**src/common/uart_rx_pkg.sv**
```systemverilog
// UART receiver shared definitions: APB register map, field widths and reset values
`default_nettype none

package uart_rx_pkg;

  // ****************************************
  // APB bus geometry
  // ****************************************
  localparam int addr_width = 3;
  // Also the widest frame
  localparam int data_width = 8;

  // Register map
  localparam logic [addr_width-1:0] addr_data_sr  = 3'd0;
  localparam logic [addr_width-1:0] addr_error_sr = 3'd1;
  localparam logic [addr_width-1:0] addr_bit_cr0  = 3'd2;
  localparam logic [addr_width-1:0] addr_bit_cr1  = 3'd3;
  localparam logic [addr_width-1:0] addr_data_cr  = 3'd4;
  localparam logic [addr_width-1:0] addr_rx_data  = 3'd6;

  // ****************************************
  // Frame configuration
  // ****************************************
  localparam int data_size_width = 4;
  localparam int min_data_size   = 5;
  localparam int max_data_size   = 8;

  // Working setup right out of reset
  localparam int reset_bit_period = 10;
  localparam int reset_data_size  = 8;

  // Error status bit positions
  localparam int err_framing_bit = 0;
  localparam int err_overrun_bit = 1;

  // ****************************************
  // Write data word, decoded by address
  // ****************************************
  typedef union packed {
    // Bit period high byte
    struct packed {
      logic [1:0] rsvd;
      logic [5:0] period_hi;
    } bit_cr1;
    // Data size control word
    struct packed {
      logic [3:0]                 rsvd;
      logic [data_size_width-1:0] data_size;
    } data_cr;
  } apb_wdata_u;

endpackage

`default_nettype wire

```
**src/hdl/apb_rx_regs.sv**
```systemverilog
// APB receiver register file holding bit period and data size config, status and error flags
`timescale 1ns/1ns
`default_nettype none

module apb_rx_regs #(
  parameter int period_width = 14
) (
  input  wire                                   tb_clk,
  input  wire                                   arst_n,
  input  wire                                   psel,
  input  wire                                   penable,
  input  wire                                   pwrite,
  input  wire [uart_rx_pkg::addr_width-1:0]     paddr,
  input  wire [uart_rx_pkg::data_width-1:0]     pwdata,
  input  wire                                   frame_valid,
  input  wire                                   frame_bad,
  input  wire [uart_rx_pkg::data_width-1:0]     rx_word,
  output logic [uart_rx_pkg::data_width-1:0]    prdata,
  output logic                                  pslverr,
  output logic [period_width-1:0]               bit_period,
  output logic [uart_rx_pkg::data_size_width-1:0] data_size
);

  import uart_rx_pkg::*;

  apb_wdata_u            wdata;
  logic                  wr_access;
  logic                  rd_access;
  logic                  wr_err;
  logic                  rd_err;
  logic                  wr_en;
  logic [data_width-1:0] rd_mux;
  logic [data_width-1:0] rx_data;
  logic                  data_ready;
  logic                  framing_err;
  logic                  overrun_err;
  logic                  clear_ready;
  logic                  clear_errors;

  assign wdata = pwdata;

  // Access phase with zero wait states
  assign wr_access = psel & penable & pwrite;
  assign rd_access = psel & penable & ~pwrite;

  // ****************************************
  // Access decode
  // ****************************************
  always_comb
  begin
    wr_err = 1'b0;
    case (paddr)
      addr_bit_cr0, addr_bit_cr1:
        wr_err = 1'b0;
      // Range check on the size field
      addr_data_cr:
        wr_err = (wdata.data_cr.data_size < data_size_width'(min_data_size)) ||
                 (wdata.data_cr.data_size > data_size_width'(max_data_size));
      // Status, rx data and holes are read only
      default:
        wr_err = 1'b1;
    endcase
  end

  always_comb
  begin
    rd_err = 1'b0;
    rd_mux = '0;
    case (paddr)
      addr_data_sr:
        rd_mux = data_width'(data_ready);
      addr_error_sr:
      begin
        rd_mux[err_framing_bit] = framing_err;
        rd_mux[err_overrun_bit] = overrun_err;
      end
      addr_bit_cr0:
        rd_mux = bit_period[data_width-1:0];
      // Upper period bits with the top of the byte read as 0
      addr_bit_cr1:
        rd_mux = data_width'(bit_period >> data_width);
      addr_data_cr:
        rd_mux = data_width'(data_size);
      addr_rx_data:
        rd_mux = rx_data;
      default:
        rd_err = 1'b1;
    endcase
  end

  assign prdata  = rd_access ? rd_mux : '0;
  assign pslverr = (wr_access & wr_err) | (rd_access & rd_err);
  assign wr_en   = wr_access & ~wr_err;

  // ****************************************
  // Configuration registers
  // ****************************************
  always_ff @(posedge tb_clk or negedge arst_n)
  begin
    if (!arst_n)
    begin
      bit_period <= period_width'(reset_bit_period);
      data_size  <= data_size_width'(reset_data_size);
    end
    else if (wr_en)
    begin
      case (paddr)
        addr_bit_cr0:
          bit_period[data_width-1:0] <= pwdata;
        addr_bit_cr1:
          bit_period[period_width-1:data_width] <=
            wdata.bit_cr1.period_hi[period_width-data_width-1:0];
        addr_data_cr:
          data_size <= wdata.data_cr.data_size;
        default:
          ;
      endcase
    end
  end

  // ****************************************
  // Status flags and rx data
  // ****************************************
  // Read to clear
  assign clear_ready  = rd_access & (paddr == addr_rx_data);
  assign clear_errors = rd_access & (paddr == addr_error_sr);

  always_ff @(posedge tb_clk or negedge arst_n)
  begin
    if (!arst_n)
    begin
      data_ready  <= 1'b0;
      framing_err <= 1'b0;
      overrun_err <= 1'b0;
    end
    else
    begin
      // New frame wins over a clearing read
      if (frame_valid)
        data_ready <= 1'b1;
      else if (clear_ready)
        data_ready <= 1'b0;
      if (frame_bad)
        framing_err <= 1'b1;
      else if (clear_errors)
        framing_err <= 1'b0;
      // Unread word about to be replaced
      if (frame_valid && data_ready && !clear_ready)
        overrun_err <= 1'b1;
      else if (clear_errors)
        overrun_err <= 1'b0;
    end
  end

  always_ff @(posedge tb_clk or negedge arst_n)
  begin
    if (!arst_n)
      rx_data <= '0;
    else if (frame_valid)
      rx_data <= rx_word;
  end

endmodule

`default_nettype wire

```
**src/hdl/apb_uart_rx.sv**
```systemverilog
// APB UART receiver top: register file joined to the synchronizer, sequencer and bit timer
`timescale 1ns/1ns
`default_nettype none

module apb_uart_rx #(
  parameter int period_width = 14,
  parameter int sync_stages  = 2
) (
  input  wire                                tb_clk,
  input  wire                                arst_n,
  input  wire                                serial_in,
  input  wire                                psel,
  input  wire                                penable,
  input  wire                                pwrite,
  input  wire [uart_rx_pkg::addr_width-1:0]  paddr,
  input  wire [uart_rx_pkg::data_width-1:0]  pwdata,
  output logic [uart_rx_pkg::data_width-1:0] prdata,
  output logic                               pslverr
);

  import uart_rx_pkg::*;

  // Config from the register file
  logic [period_width-1:0]    bit_period;
  logic [data_size_width-1:0] data_size;

  // Receive path
  logic                  line;
  logic                  start_edge;
  logic                  bit_tick;
  logic                  timer_start;
  logic                  half_period;
  logic                  shift_en;
  logic                  frame_valid;
  logic                  frame_bad;
  logic [data_width-1:0] rx_word;

  // ****************************************
  // APB side
  // ****************************************
  apb_rx_regs #(
    .period_width (period_width)
  ) regs0 (
    .tb_clk      (tb_clk),
    .arst_n      (arst_n),
    .psel        (psel),
    .penable     (penable),
    .pwrite      (pwrite),
    .paddr       (paddr),
    .pwdata      (pwdata),
    .frame_valid (frame_valid),
    .frame_bad   (frame_bad),
    .rx_word     (rx_word),
    .prdata      (prdata),
    .pslverr     (pslverr),
    .bit_period  (bit_period),
    .data_size   (data_size)
  );

  // ****************************************
  // Serial side
  // ****************************************
  rx_shifter #(
    .sync_stages (sync_stages)
  ) shifter0 (
    .tb_clk     (tb_clk),
    .arst_n     (arst_n),
    .serial_in  (serial_in),
    .shift_en   (shift_en),
    .data_size  (data_size),
    .line       (line),
    .start_edge (start_edge),
    .rx_word    (rx_word)
  );

  rx_sequencer seq0 (
    .tb_clk      (tb_clk),
    .arst_n      (arst_n),
    .start_edge  (start_edge),
    .line        (line),
    .bit_tick    (bit_tick),
    .data_size   (data_size),
    .timer_start (timer_start),
    .half_period (half_period),
    .shift_en    (shift_en),
    .frame_valid (frame_valid),
    .frame_bad   (frame_bad)
  );

  bit_timer #(
    .period_width (period_width)
  ) timer0 (
    .tb_clk      (tb_clk),
    .arst_n      (arst_n),
    .timer_start (timer_start),
    .half_period (half_period),
    .bit_period  (bit_period),
    .bit_tick    (bit_tick)
  );

endmodule

`default_nettype wire

```
**src/uart_rx/bit_timer.sv**
```systemverilog
// UART bit timer: clock cycle down-counter producing half-bit and full-bit ticks
`timescale 1ns/1ns
`default_nettype none

module bit_timer #(
  parameter int period_width = 14
) (
  input  wire                    tb_clk,
  input  wire                    arst_n,
  input  wire                    timer_start,
  input  wire                    half_period,
  input  wire [period_width-1:0] bit_period,
  output logic                   bit_tick
);

  logic [period_width-1:0] count;
  logic [period_width-1:0] load_value;
  logic                    running;

  // Half period for the start bit mid-point
  assign load_value = half_period ? (bit_period >> 1) : bit_period;

  always_ff @(posedge tb_clk or negedge arst_n)
  begin
    if (!arst_n)
    begin
      count   <= '0;
      running <= 1'b0;
    end
    else if (timer_start)
    begin
      count   <= load_value - 1'b1;
      running <= 1'b1;
    end
    // Free-running reload, picks up a new period here
    else if (bit_tick)
      count <= bit_period - 1'b1;
    else if (running)
      count <= count - 1'b1;
  end

  // Tick on the terminal count
  assign bit_tick = running & (count == '0);

endmodule

`default_nettype wire

```
**src/uart_rx/rx_sequencer.sv**
```systemverilog
// UART receive sequencer: frame FSM steering the bit timer and the data shifter
`timescale 1ns/1ns
`default_nettype none

module rx_sequencer (
  input  wire                                   tb_clk,
  input  wire                                   arst_n,
  input  wire                                   start_edge,
  input  wire                                   line,
  input  wire                                   bit_tick,
  input  wire [uart_rx_pkg::data_size_width-1:0] data_size,
  output logic                                  timer_start,
  output logic                                  half_period,
  output logic                                  shift_en,
  output logic                                  frame_valid,
  output logic                                  frame_bad
);

  import uart_rx_pkg::*;

  // State encoding
  localparam logic [1:0] idle        = 2'd0;
  localparam logic [1:0] start_check = 2'd1;
  localparam logic [1:0] data        = 2'd2;
  localparam logic [1:0] stop        = 2'd3;

  logic [1:0]                 state;
  logic [1:0]                 next_state;
  logic [data_size_width-1:0] bit_cnt;
  logic                       last_bit;

  // Final data bit of the configured size
  assign last_bit = (bit_cnt == data_size - 1'b1);

  // ****************************************
  // Next state
  // ****************************************
  always_comb
  begin
    next_state = state;
    case (state)
      idle:
        if (start_edge)
          next_state = start_check;
      // Start bit high again at mid-bit means a glitch
      start_check:
        if (bit_tick)
          next_state = line ? idle : data;
      data:
        if (bit_tick && last_bit)
          next_state = stop;
      stop:
        if (bit_tick)
          next_state = idle;
      default:
        next_state = idle;
    endcase
  end

  always_ff @(posedge tb_clk or negedge arst_n)
  begin
    if (!arst_n)
    begin
      state   <= idle;
      bit_cnt <= '0;
    end
    else
    begin
      state <= next_state;
      // Count restarts for every frame
      if (state == start_check)
        bit_cnt <= '0;
      else if (shift_en)
        bit_cnt <= bit_cnt + 1'b1;
    end
  end

  // ****************************************
  // Control outputs
  // ****************************************
  // Half load on the start edge, full load once the start bit is confirmed
  assign timer_start = ((state == idle) & start_edge) |
                       ((state == start_check) & bit_tick & ~line);
  assign half_period = (state == idle);

  // One shift per data bit tick
  assign shift_en = (state == data) & bit_tick;

  // Stop bit decides the frame outcome
  assign frame_valid = (state == stop) & bit_tick & line;
  assign frame_bad   = (state == stop) & bit_tick & ~line;

endmodule

`default_nettype wire

```
**src/uart_rx/rx_shifter.sv**
```systemverilog
// UART receive shifter with input synchronizer, start edge detect and aligned shift register
`timescale 1ns/1ns
`default_nettype none

module rx_shifter #(
  parameter int sync_stages = 2
) (
  input  wire                                   tb_clk,
  input  wire                                   arst_n,
  input  wire                                   serial_in,
  input  wire                                   shift_en,
  input  wire [uart_rx_pkg::data_size_width-1:0] data_size,
  output logic                                  line,
  output logic                                  start_edge,
  output logic [uart_rx_pkg::data_width-1:0]    rx_word
);

  import uart_rx_pkg::*;

  logic [sync_stages-1:0]     sync_q;
  logic                       line_q;
  logic [data_width-1:0]      shift_q;
  logic [data_size_width-1:0] align;

  // ****************************************
  // Synchronizer and edge detect
  // ****************************************
  always_ff @(posedge tb_clk or negedge arst_n)
  begin
    if (!arst_n)
    begin
      // Line idles high
      sync_q <= '1;
      line_q <= 1'b1;
    end
    else
    begin
      sync_q[0] <= serial_in;
      for (int i = 1; i < sync_stages; i++)
        sync_q[i] <= sync_q[i-1];
      line_q <= line;
    end
  end

  assign line = sync_q[sync_stages-1];

  // High to low on the synchronized line
  assign start_edge = line_q & ~line;

  // ****************************************
  // Data shift register
  // ****************************************
  // LSB first so new bits enter at the top
  always_ff @(posedge tb_clk or negedge arst_n)
  begin
    if (!arst_n)
      shift_q <= '0;
    else if (shift_en)
      shift_q <= {line, shift_q[data_width-1:1]};
  end

  // Short frames sit high and move down to bit 0
  assign align   = data_size_width'(data_width) - data_size;
  assign rx_word = shift_q >> align;

endmodule

`default_nettype wire
```
**config.mk**
```make
export PLATFORM = sky130hd
export DESIGN_NAME = apb_uart_rx
export DESIGN_NICKNAME = d
export VERILOG_FILES = /design/src/common/uart_rx_pkg.sv /design/src/hdl/apb_rx_regs.sv /design/src/hdl/apb_uart_rx.sv /design/src/uart_rx/bit_timer.sv /design/src/uart_rx/rx_sequencer.sv /design/src/uart_rx/rx_shifter.sv
export SDC_FILE = /design/constraint.sdc
export NUM_CORES = 1
export LEC_CHECK = 0
export ABC_AREA = 1
export BUFFER_PORTS_ARGS = -buffer_cell sky130_fd_sc_hd__buf_2
export CAP_MARGIN = 20
export CORE_UTILIZATION = 30
export DETAILED_ROUTE_END_ITERATION = 8
export GPL_ROUTABILITY_DRIVEN = 0
export HOLD_SLACK_MARGIN = 0.06
export REMOVE_ABC_BUFFERS = 1
export SLEW_MARGIN = 25
export SYNTH_ARGS = -nofsm -noshare
export SYNTH_HDL_FRONTEND = slang
export SYNTH_SLANG_ARGS = --single-unit
```
**constraint.sdc**
```tcl
create_clock -name tb_clk -period 6.05 [get_ports tb_clk]
set_clock_uncertainty 0.15 [all_clocks]
set_input_delay 1.21 -clock tb_clk [delete_from_list [all_inputs] [get_ports tb_clk]]
set_output_delay 1.21 -clock tb_clk [all_outputs]
set_load 0.01 [all_outputs]
```
; Word-level counts from Yosys, hierarchy flattened
; Index checks and enable logic that the tools add are counted.
[word_totals]
regBits = 61
input_bits = 17
output_inout_bits = 9
elab_cells = 99
[op_classes]
add_sub_neg = 6
magnitude_cmp = 2
eq_ne = 13
shifts = 1
muxes = 22
bitwise = 22
reduce_logical = 19
[ops]
columns = op, n
row1 = 2-to-1 mux 14 bit, 4
row2 = "subtractor 14 x 1 -> 14 bit, second input constant", 3
row3 = one-hot mux 6 bit (4 select lines), 1
row4 = AND 1 bit, 17
row5 = zero test 14 bit, 1
row6 = one-hot mux 2 bit (6 select lines), 1
row7 = 2-to-1 mux 2 bit, 5
row8 = 2-to-1 mux 4 bit, 2
row9 = 2-to-1 mux 8 bit, 1
row10 = one-hot mux 2 bit (4 select lines), 1
row11 = nonzero test 2 bit, 4
row12 = >> shifter 8 x 4 -> 8 bit, 1
row13 = "equality test 3 x 2 -> 1 bit, second input constant", 2
row14 = "equality test 3 bit, second input constant", 2
row15 = 2-to-1 mux 1 bit, 6
row16 = "!= test 2 x 1 -> 1 bit, second input constant", 3
row17 = AND reduction 2 bit, 3
row18 = OR reduction 6 bit, 1
row19 = "adder 4 x 1 -> 4 bit, second input constant", 1
row20 = "equality test 2 bit, second input constant", 2
row21 = equality test 4 bit, 1
row22 = "> comparator 4 bit, second input constant", 1
row23 = "< comparator 4 x 3 -> 1 bit, second input constant", 1
row24 = AND reduction 4 bit, 1
row25 = other kinds (15), 20

; Longest topological paths before layout
; Gate-level depths: netlist (run 1).
[depth]
depth_word = 7
mapped_depth = 17
mapped_depth_nobuf = 17

; By module
; From an unflattened synthesis (run 1), not the netlist that was laid out.
[unflattened]
hier_cells = 614
hier_area_um2 = 4211.5
[modules_own_cells]
columns = module, n_inst, cells_each, area_each_um2, seq_area_each_um2
row1 = apb_rx_regs, 1, 198, 1557.7, 729.4
row2 = bit_timer, 1, 235, 1420.1, 375.4
row3 = rx_shifter, 1, 109, 774.5, 279.0
row4 = rx_sequencer, 1, 72, 459.2, 150.1

; Worst setup path after synthesis (run 1)
; No wires, ideal clock.
[synth_timing]
kind = in2out
from = input penable
to = output pslverr
t_arrival_ns = 2.059
required_time_ns = 4.690
setup_slack_ns = 2.631
stages = 5
path_buffers = 1
path_cell_list = inv_1 -> nor3_1 -> inv_1 -> clkbuf_1 -> o32ai_1
[synth_via]
elab_chain_cells = 4
elab_cells_between_ends = 6
classes_between = bitwise: 6
[synth_lines]
columns = element, line
row1 = "start, declared", apb_uart_rx.sv:13  ; input wire penable,
row2 = AND 1 bit *, "apb_rx_regs.sv:43, apb_rx_regs.sv:44"
row3 = "AND 1 bit, on equally long branches", "apb_rx_regs.sv:43, apb_rx_regs.sv:44"
row4 = AND 1 bit, apb_rx_regs.sv:92  ; assign pslverr = (wr_access & wr_err) | (rd_access & rd_err);
row5 = OR 1 bit *, apb_rx_regs.sv:92
row6 = "end, declared", apb_uart_rx.sv:18  ; output logic pslverr
; Mark *: on every way between the ends. The rest lies on a longest branch, timed or not.

; Worst setup path after layout (run 1)
[layout_timing]
from = input paddr[0] (netlist name)
to = output prdata[0] (netlist name)
[layout_via]
elab_chain_cells = 3
elab_cells_between_ends = 8
classes_between = eq/ne: 5 / mux: 2 / reduce/logical: 1
[layout_lines]
columns = element, line
row1 = "start, declared", apb_uart_rx.sv:15  ; input wire [uart_rx_pkg::addr_width-1:0] paddr,
row2 = "equality test 3 bit, or another cell as far along", apb_rx_regs.sv:69  ; case (paddr)
row3 = one-hot mux 2 bit (6 select lines) *, apb_rx_regs.sv:69
row4 = 2-to-1 mux 8 bit *, apb_rx_regs.sv:91  ; assign prdata = rd_access ? rd_mux : '0;
row5 = "end, declared", apb_uart_rx.sv:17  ; output logic [uart_rx_pkg::data_width-1:0] prdata,
; Marks and branches as above.

==> results of run 1 <==
-- flip-flops by register name, indices dropped and copies added, names as in the netlist, named ones only --
signal	flops
regs0.overrun_err	1
shifter0.sync_q	2
regs0.data_size	4
seq0.state	1
timer0.running	1
seq0.bit_cnt	4
shifter0.line_q	1
shifter0.shift_q	8
regs0.framing_err	1
regs0.data_ready	1
timer0.count	14
regs0.rx_data	8
regs0.bit_period	14
-- Yosys cell counts (3+ instances only) --
| library cell | number |
|---|---|
| o21ai_1 | 9 |
| a21oi_1 | 12 |
| inv_2 | 6 |
| nor2_2 | 6 |
| nand2_1 | 164 |
| o21ai_0 | 62 |
| nand4_1 | 4 |
| nor2_1 | 52 |
| nand2_2 | 7 |
| nor3_1 | 5 |
| xor2_1 | 3 |
| a221oi_1 | 4 |
| ha_1 | 3 |
| clkbuf_1 | 10 |
| o22ai_1 | 8 |
| a31oi_1 | 4 |
| dfstp_2 | 6 |
| dfrtp_1 | 55 |
| inv_1 | 70 |
| nor2_4 | 3 |
| nand3_1 | 36 |
| o21ai_2 | 4 |
-- worst paths after layout --
kind	to	startpoint	slack, ns	cells after the start
setup / recovery	prdata[0]	paddr[0]	2.19	5
hold / removal	shifter0.sync_q[1]$_DFF_PN1_	shifter0.sync_q[0]$_DFF_PN1_	0.21	0
setup reg to reg	timer0.count[8]$_DFFE_PN0P_	seq0.state[0]$_DFFE_PN0P_	3.26	13
hold reg to reg	shifter0.sync_q[1]$_DFF_PN1_	shifter0.sync_q[0]$_DFF_PN1_	0.21	0
max in group asynchronous	async pin	arst_n	4.34	2
min in group asynchronous	timer0.count[13]$_DFFE_PN0P_	arst_n	0.89	2
-- area by class of cell --
type	instances	share of cell area, %
inverters	77	6.54
clock buffers	10	5.18
repair buffers	27	3.17
multi-input cells	406	44.6
well taps	172	4.87
flip-flops and latches	61	34.7
clock inverters	6	0.906
-- worst max-delay path: cells and delay by family --
| kind | cells | cell delay, ns |
|---|---|---|
| buffers and inverters | 2 | 0.29 |
| AND/OR/NAND/NOR | 1 | 0.60 |
| AO/OA/AOI/OAI | 2 | 0.40 |
-- logic make-up (layout without fill, tap and decap cells) --
| kind of cell | count (synthesis) | in the layout | synth area share (%) |
|---|---|---|---|
| buffers and inverters | 92 | 120 | 9.56 |
| AOI/OAI and AO/OA | 115 | 115 | 16.9 |
| muxes | 2 | 2 | 0.549 |
| DFF | 61 | 61 | 39.6 |
| adders and majority gates | 3 | 3 | 0.969 |
| and+or+nand+nor | 281 | 281 | 31.3 |
| xor gates and xnor gates | 5 | 5 | 1.13 |
-- metal layers --
layer	GRT usage, %	vias up	part of all wire, %
met5	0	-	0
met3	3.24	9	5.2
li1	-	1850	-
met2	27.4	102	47
met4	6.07	0	1.2
met1	22.0	1766	46
-- power by group --
| group | internal (W) | switching (W) | leakage, nW |
|---|---|---|---|
| logic | 0.000204 | 0.000430 | 1.23 |
| clock network | 0.000275 | 0.000190 | 0.120 |
| registers | 0.000491 | 0.0000802 | 0.774 |
-- metrics by stage --
stage               setup slack, ns  std cells  utilization (%)  power (W)
global placement               2.25        743             32.9    0.00119
finish                         2.19        759             35.0    0.00167
CTS                            2.19        759             35.0    0.00168
global route                   2.06        759             35.0    0.00180
detailed placement             2.20        743             32.9    0.00120
floorplan                      2.63        544                -    0.00104
==> flow_summary.json, run 1 <==
{
  "status": "completed",
  "yosys.area.top_type": "dfrtp_1",
  "dpl-instance-area_sq_mm": 0.00415,
  "vias": 3727,
  "tns_ns": 0,
  "synth_cell_types": 42,
  "clockBufferDepth": 2,
  "drtIter0Drc": 225,
  "relSlewSlack_pct": 47.9,
  "n_antenna_cell": 0,
  "synthArstFlopShare_pct": 100,
  "viasPerCell": 4.91,
  "synth_area_per_cell_sq_um": 6.93,
  "final_cell_mix": "nand2_1, inv_1, o21ai_0",
  "die_height_um": 116,
  "die-area_sq_mm": 0.0134,
  "antenna_found_initial": 0,
  "fin_crit_sh_pct": 63.7,
  "register_area_sq_mm": 0.00153,
  "synth.ff_latch_count": 61,
  "die_w_um": 116,
  "clk_latency_ns": 0.33,
  "io_buffers": 25,
  "clock_sinks": 61,
  "nFillCells": 1390,
  "grt_start_max_net_pins": 62,
  "cts_root_buf": "clkbuf_16",
  "rows": 41,
  "post-cts-setup-buffers": 0,
  "fin_hold_ws_ns": 0.209,
  "synth_top_flop_cell": "dfrtp_1",
  "place_hpwl_um": 7650,
  "min_path_type": "flip-flop to flip-flop",
  "rsz0062_at_grt": "no",
  "synth_edf_count": 0,
  "min_period_ns": 3.86,
  "cts_tree": "yes",
  "avgRoutedWirePerCell_um": 13.3,
  "clk_pin_slew_worst_paths_ns": 0.05,
  "syn2layout_area_growth_pct": 14.0,
  "cap_violations": 0,
  "yosys_warnings": 0,
  "criticalPathCategory": "input pin to output port",
  "synth_seq_area_share_pct": 39.6,
  "start_util_pct": 30.7,
  "final_common_cell": "nand2_1",
  "drive_gt1_share_pct": 13.5,
  "netlist_instances": 559,
  "slew_violations": 0,
  "grt_usage_pct": 16.7,
  "tightestPinTransition_ns": 0.782,
  "critPathMaxStageDelay_ns": 0.60,
  "powerDensity_mw_per_mm2": 378,
  "p_leak_nw": 2.12,
  "worstPathMaxFanout": 6,
  "layout.nets": 602,
  "grt_pass1_wl_um": 17400,
  "antenna_left": 0,
  "cts_resized": 0,
  "synth_area_leaders": "dfrtp_1, nand2_1, o21ai_0, inv_1, nor2_1",
  "hold_buffers": 0,
  "h-tree-depth": 3,
  "slowest_stage": "nor3_1",
  "ir_worst_vdd_uv": 132,
  "first_global_vias": 3621,
  "drt_wl_total_um": 10100,
  "hold_violations": 0,
  "multi_input_area_sq_mm": 0.00197,
  "cp_cell_sequence": "buf_2 -> nor3_1 -> a221oi_1 -> a31oi_1 -> buf_2",
  "crit_path_end_kind": "output port",
  "design_area_sq_mm": 0.00442,
  "cts_buffers": 9,
  "drc_errors": 0,
  "crit_arrival_ns": 2.50,
  "io_pins": 26,
  "synth_top_area_share_pct": 35.5,
  "gr-total-overflow": 0,
  "syn-cell-area_sq_mm": 0.00387,
  "coreArea_sq_mm": 0.0126,
  "required_ns": 4.69,
  "crit_path_frequent_cell": "buf_2",
  "start_kind": "input pin",
  "setup_viol": 0,
  "fmax_mhz": 259,
  "firstDrtPassIters": 5
}
Power figures use the tool's default switching activity.
==> run 2: changes to the inputs <==
==> constraint.sdc (replaced) <==
create_clock -name tb_clk -period 3.1 [get_ports tb_clk]
set_clock_uncertainty 0.15 [all_clocks]
set_input_delay 0.62 -clock tb_clk [delete_from_list [all_inputs] [get_ports tb_clk]]
set_output_delay 0.62 -clock tb_clk [all_outputs]
set_load 0.01 [all_outputs]
==> run 2 against run 1 <==
Final area up 2.1%; via count shrank 0.64%; sequential cell count did not move; critical path type unchanged; critical endpoint unchanged.
==> flow_summary.json, run 2 (synthesis results as in run 1) <==
{
  "status": "completed",
  "clk_pin_slew_worst_paths_ns": 0.05,
  "largestRegisters": "regs0.bit_period (14), timer0.count (14)",
  "swShare_pct": 40.7,
  "clock_sinks": 61,
  "first_global_vias": 3620,
  "cap_violations": 0,
  "min_period_ns": 2.69,
  "tns_ns": 0,
  "firstDrtPassIters": 4,
  "required_ns": 2.33,
  "tightestPinTransition_ns": 0.725,
  "finalCoreUtilization_pct": 35.7,
  "p_leak_nw": 2.18,
  "layout.nets": 607,
  "grt_start_max_net_pins": 33,
  "cts_root_buf": "clkbuf_16",
  "n_antenna_cell": 0,
  "place_hpwl_um": 8110,
  "hold_violations": 0,
  "gr-total-overflow": 0,
  "clockPowerShare_pct": 29.9,
  "critPathMaxStageDelay_ns": 0.23,
  "vias": 3703,
  "syn2layout_area_growth_pct": 16.4,
  "internal-power_w": 0.00204,
  "worstPathMaxFanout": 5,
  "seqPwrFrac_pct": 32.4,
  "drc_errors": 0,
  "min_path_type": "input pin to async pin",
  "ir_worst_vdd_uv": 350,
  "hold_buffers": 0,
  "design_area_sq_mm": 0.00451,
  "fmax_mhz": 372,
  "cp_cell_sequence": "buf_2 -> inv_1 -> nand2_1 -> nor2_1 -> inv_1 -> o21ai_0 -> a221oi_1 -> a31oi_1 -> buf_2",
  "clockBufferDepth": 2,
  "io_buffers": 25,
  "relSlewSlack_pct": 51.7,
  "gr-usage-met1_pct": 22.6,
  "post-cts-setup-buffers": 0,
  "final_common_cell": "nand2_1",
  "grt_usage_pct": 17.3,
  "rsz0062_at_grt": "no",
  "antenna_left": 0,
  "drive_gt1_share_pct": 14.4,
  "die_w_um": 116,
  "grtUsageMet3_pct": 2.77,
  "combinationalPowerShare_pct": 37.7,
  "slowest_stage": "a31oi_1",
  "coreArea_sq_mm": 0.0126,
  "h-tree-depth": 3,
  "criticalPathCategory": "input pin to output port",
  "grt_util_met2_pct": 29.0,
  "dpl-instance-area_sq_mm": 0.00420,
  "io_pins": 26,
  "crit_arrival_ns": 1.92,
  "viasPerCell": 4.85,
  "antenna_found_initial": 0,
  "nFillCells": 1395,
  "post-place-cells": 748,
  "cts_resized": 0,
  "fin_crit_sh_pct": 86.7,
  "register_area_sq_mm": 0.00153,
  "grt_pass1_wl_um": 17900,
  "power.switching_w": 0.00140,
  "instances_no_fill": 764,
  "cts_tree": "yes",
  "crit_path_end_kind": "output port",
  "cts_buffers": 9,
  "power_w": 0.00344,
  "multi_input_area_sq_mm": 0.00197,
  "drtIter0Drc": 182,
  "die-area_sq_mm": 0.0134,
  "die_height_um": 116,
  "rows": 41,
  "clk_latency_ns": 0.33,
  "avgRoutedWirePerCell_um": 13.7,
  "drt_wl_total_um": 10500,
  "slew_violations": 0,
  "final_cell_mix": "nand2_1, inv_1, o21ai_0",
  "grt-busiest-layer": "met2",
  "start_kind": "input pin",
  "setup_viol": 0,
  "start_util_pct": 30.7,
  "powerDensity_mw_per_mm2": 763
}
[run 2: changes by cell type in the layout (fill, tap and decap cells not counted), sizes merged]
cell and delta:
buf +5, clkinvlp -2, bufinv +1, clkbuf +1
[run 2: routing by layer]
layer  vias up  routed length (um)
met1      1741                4860
met5         -                   0
met3        11                 475
met4         0                 132
li1       1865                   -
met2        86                5030
[run 2: worst paths after layout]
kind	startpoint	to	slack [ns]	depth (start not counted)
setup / recovery	paddr[2]	prdata[0]	0.41	9
hold / removal	arst_n	regs0.bit_period[5]$_DFFE_PN0P_	0.20	1
setup reg to reg	seq0.state[0]$_DFFE_PN0P_	timer0.count[4]$_DFFE_PN0P_	0.50	12
hold reg to reg	shifter0.sync_q[0]$_DFF_PN1_	shifter0.sync_q[1]$_DFF_PN1_	0.21	0
max in group asynchronous	arst_n	shifter0.sync_q[1]$_DFF_PN1_	1.91	2
min in group tb_clk	shifter0.sync_q[0]$_DFF_PN1_	shifter0.sync_q[1]$_DFF_PN1_	0.21	0
[run 2: layout make-up]
cell class / count / share of cell area (%)
clock buffer: 11 / 5.60
clock inverter: 5 / 1.30
inverter: 77 / 6.41
multi-input combinational: 406 / 43.7
sequential: 61 / 34.0
tap: 172 / 4.77
timing repair buffer: 32 / 4.22
[run 2: metrics by stage]
step	hold WS, ns	worst slack, ns
4_1_cts	0.212	0.434
6_report	0.201	0.414
2_1_floorplan	0.174	0.728
3_5_place_dp	0.198	0.466
5_1_grt	0.216	0.159
3_3_place_gp	0.198	0.466
[run 2: power by group through the flow]
stage	registers [W]	logic [W]	clock network (W)
after floorplan	0.00107	0.000957	0
after global placement	0.00112	0.00128	0
after detailed placement	0.00112	0.00129	0
after CTS	0.00112	0.00129	0.00105
after global routing	0.00114	0.00148	0.00108
final	0.00112	0.00130	0.00103
[run 2: worst max-delay path: cells and delay by family]
kind | cells | cell delay, ns
AO/OA/AOI/OAI | 3 | 0.49
AND/OR/NAND/NOR | 2 | 0.29
buffers and inverters | 4 | 0.50
==> run 3: changes to the inputs <==
--- a/config.mk
+++ b/config.mk
@@ -5,8 +5,8 @@
 export SDC_FILE = /design/constraint.sdc
 export NUM_CORES = 1
 export LEC_CHECK = 0
-export ABC_AREA = 1
-export BUFFER_PORTS_ARGS = -buffer_cell sky130_fd_sc_hd__buf_2
+export ABC_AREA = 0
+export BUFFER_PORTS_ARGS = -buffer_cell sky130_fd_sc_hd__buf_4
 export CAP_MARGIN = 20
 export CORE_UTILIZATION = 30
 export DETAILED_ROUTE_END_ITERATION = 8
==> run 3 against run 2 <==
Maximum frequency decreased by 4.3%; setup slack got worse by 0.12 ns; critical endpoint is now timer0.count[12]$_DFFE_PN0P_; utilization increased by 1.3 points; register-to-register slack got worse by 0.21 ns.
==> flow_summary.json, run 3 <==
{
  "place_hpwl_um": 6750,
  "min_to": "shifter0.sync_q[1]$_DFF_PN1_",
  "powerDensity_mw_per_mm2": 679,
  "yosys.area.top_type": "dfrtp_1",
  "drc_errors": 0,
  "final_common_cell": "dfrtp_1",
  "firstDrtPassIters": 5,
  "layout_setup_ws_ns": 0.293,
  "ys_top_cells_by_count": "dfrtp_1, nand2_1, nor2_1, o21ai_0, a21oi_1",
  "drive_gt1_share_pct": 23.0,
  "n_antenna_cell": 0,
  "synthArstFlopShare_pct": 100,
  "io_pins": 26,
  "cts_resized": 0,
  "synth_top_area_share_pct": 36.4,
  "die_height_um": 114,
  "hold_start": "shifter0.sync_q[0]$_DFF_PN1_",
  "slowest_stage": "or4b_4",
  "clk_latency_ns": 0.32,
  "grt_start_max_net_pins": 62,
  "yosys_warnings": 0,
  "setup_viol": 0,
  "clockBufferDepth": 2,
  "netlist_instances": 406,
  "synth_cell_types": 59,
  "antenna_found_initial": 0,
  "timing.rr.end": "timer0.count[12]$_DFFE_PN0P_",
  "drtIter0Drc": 242,
  "hold_depth": 0,
  "post-cts-setup-buffers": 0,
  "criticalPathCategory": "flip-flop to flip-flop",
  "largestRegisters": "regs0.bit_period (14), timer0.count (14)",
  "grt_usage_pct": 15.5,
  "start_util_pct": 31.1,
  "crit_arrival_ns": 2.90,
  "cp_cell_sequence": "or4b_4 -> o21ai_4 -> o211ai_4 -> a311oi_4 -> nand3_2 -> or3_1 -> a31oi_1",
  "viasPerCell": 5.20,
  "crit_path_end_kind": "flip-flop",
  "ir_worst_vdd_uv": 311,
  "required_ns": 3.19,
  "cts_root_buf": "clkbuf_16",
  "antenna_left": 0,
  "worstPathMaxFanout": 15,
  "io_buffers": 25,
  "clk_pin_slew_worst_paths_ns": 0.05,
  "fin_crit_sh_pct": 90.5,
  "first_global_vias": 3102,
  "final_cell_mix": "dfrtp_1, nand2_1, buf_4",
  "hold_violations": 0,
  "r2r_start": "seq0.state[0]$_DFFE_PN0P_",
  "syn2layout_area_growth_pct": 19.0,
  "cts_buffers": 9,
  "h-tree-depth": 3,
  "clock_sinks": 61,
  "reg2reg_depth": 7,
  "die-area_sq_mm": 0.0131,
  "start_kind": "flip-flop",
  "coreArea_sq_mm": 0.0122,
  "pre_cts_ws_ns": 0.327,
  "slew_violations": 0,
  "layout.nets": 449,
  "rows": 40,
  "rsz0062_at_grt": "no",
  "min_period_ns": 2.81,
  "hold_buffers": 0,
  "cts_tree": "yes",
  "syn-cell-area_sq_mm": 0.00378,
  "drt_wl_total_um": 9290,
  "rrSetupSlack_ns": 0.29,
  "grt_pass1_wl_um": 15800,
  "gr-total-overflow": 0,
  "critPathMaxStageDelay_ns": 0.71,
  "synth_seq_area_share_pct": 40.6,
  "avgRoutedWirePerCell_um": 15.4,
  "p_leak_nw": 1.87,
  "min_path_type": "flip-flop to flip-flop",
  "synth.ff_latch_count": 61,
  "status": "completed",
  "relSlewSlack_pct": 48.9,
  "vias": 3133,
  "tightestPinTransition_ns": 0.767,
  "tns_ns": 0,
  "synth_most_common_cell": "dfrtp_1",
  "die_w_um": 114,
  "synth_top_flop_cell": "dfrtp_1",
  "synth_area_leaders": "dfrtp_1, mux2_2, o21ai_0, nand2_1, dfstp_2",
  "cap_violations": 0,
  "synth_area_per_cell_sq_um": 9.32,
  "synth_edf_count": 0,
  "fmax_mhz": 356
}
[run 3: layer usage]
layer,global-route usage [%],part of all wire (%),up-vias
met2,25.0,47,91
met1,20.6,46,1504
li1,-,-,1521
met5,0,0,-
met4,5.63,1.7,0
met3,2.96,4.7,17
[run 3: logic make-up (layout without fill, tap and decap cells)]
kind of cell	after synthesis	after routing	synth area share, %
XOR/XNOR	14	14	3.24
AO/OA/AOI/OAI	111	111	19.7
AND/OR/NAND/NOR	139	139	18.6
multiplexers	42	42	12.6
buffers and inverters	36	64	4.30
adder cells (fa/ha/maj)	3	3	0.992
flip-flops	61	61	40.6
[run 3: worst max path at each step]
stage	slack, ns	to	start
floorplan	0.04	timer0.count[12]$_DFFE_PN0P_	flip-flop
global placement	0.38	timer0.count[12]$_DFFE_PN0P_	seq0.state[0]$_DFFE_PN0P_
detailed placement	0.33	timer0.count[13]$_DFFE_PN0P_	seq0.state[0]$_DFFE_PN0P_
CTS	0.30	timer0.count[12]$_DFFE_PN0P_	seq0.state[0]$_DFFE_PN0P_
global route	0.03	timer0.count[12]$_DFFE_PN0P_	timer0.count[11]$_DFFE_PN0P_
finish	0.29	timer0.count[12]$_DFFE_PN0P_	seq0.state[0]$_DFFE_PN0P_
[run 3: final cells by class]
class,count,area (sq um)
timing repair buffer,38,285
sequential,61,1530
multi-input combinational,309,2090
tap,168,210
fill,1211,7660
clock inverter,7,121
inverter,10,37.5
clock buffer,9,225
[run 3: per-stage QoR]
step           util, %  std cells  hold slack (ns)  power, W  cell area [sq um]
6_report          37.0        602            0.205   0.00306               4500
5_1_grt           37.0        602            0.208   0.00323               4500
4_1_cts           37.0        602            0.206   0.00307               4500
3_5_place_dp      34.1        586            0.198   0.00190               4150
3_3_place_gp      34.1        586            0.196   0.00189               4150
2_1_floorplan        -        380            0.174   0.00163               3660
[run 3: critical path, delay by kind of cell, from the launching register on]
family | cells | cell delay [ns]
AND/OR/NAND/NOR | 3 | 1.23
flip-flops | 1 | 0.52
AO/OA/AOI/OAI | 4 | 0.84
[run 3: power by group]
part	total, W	switching, W	internal [W]
registers	0.00115	0.000211	0.000943
clock network	0.00116	0.000366	0.000790
logic	0.000748	0.000408	0.000340
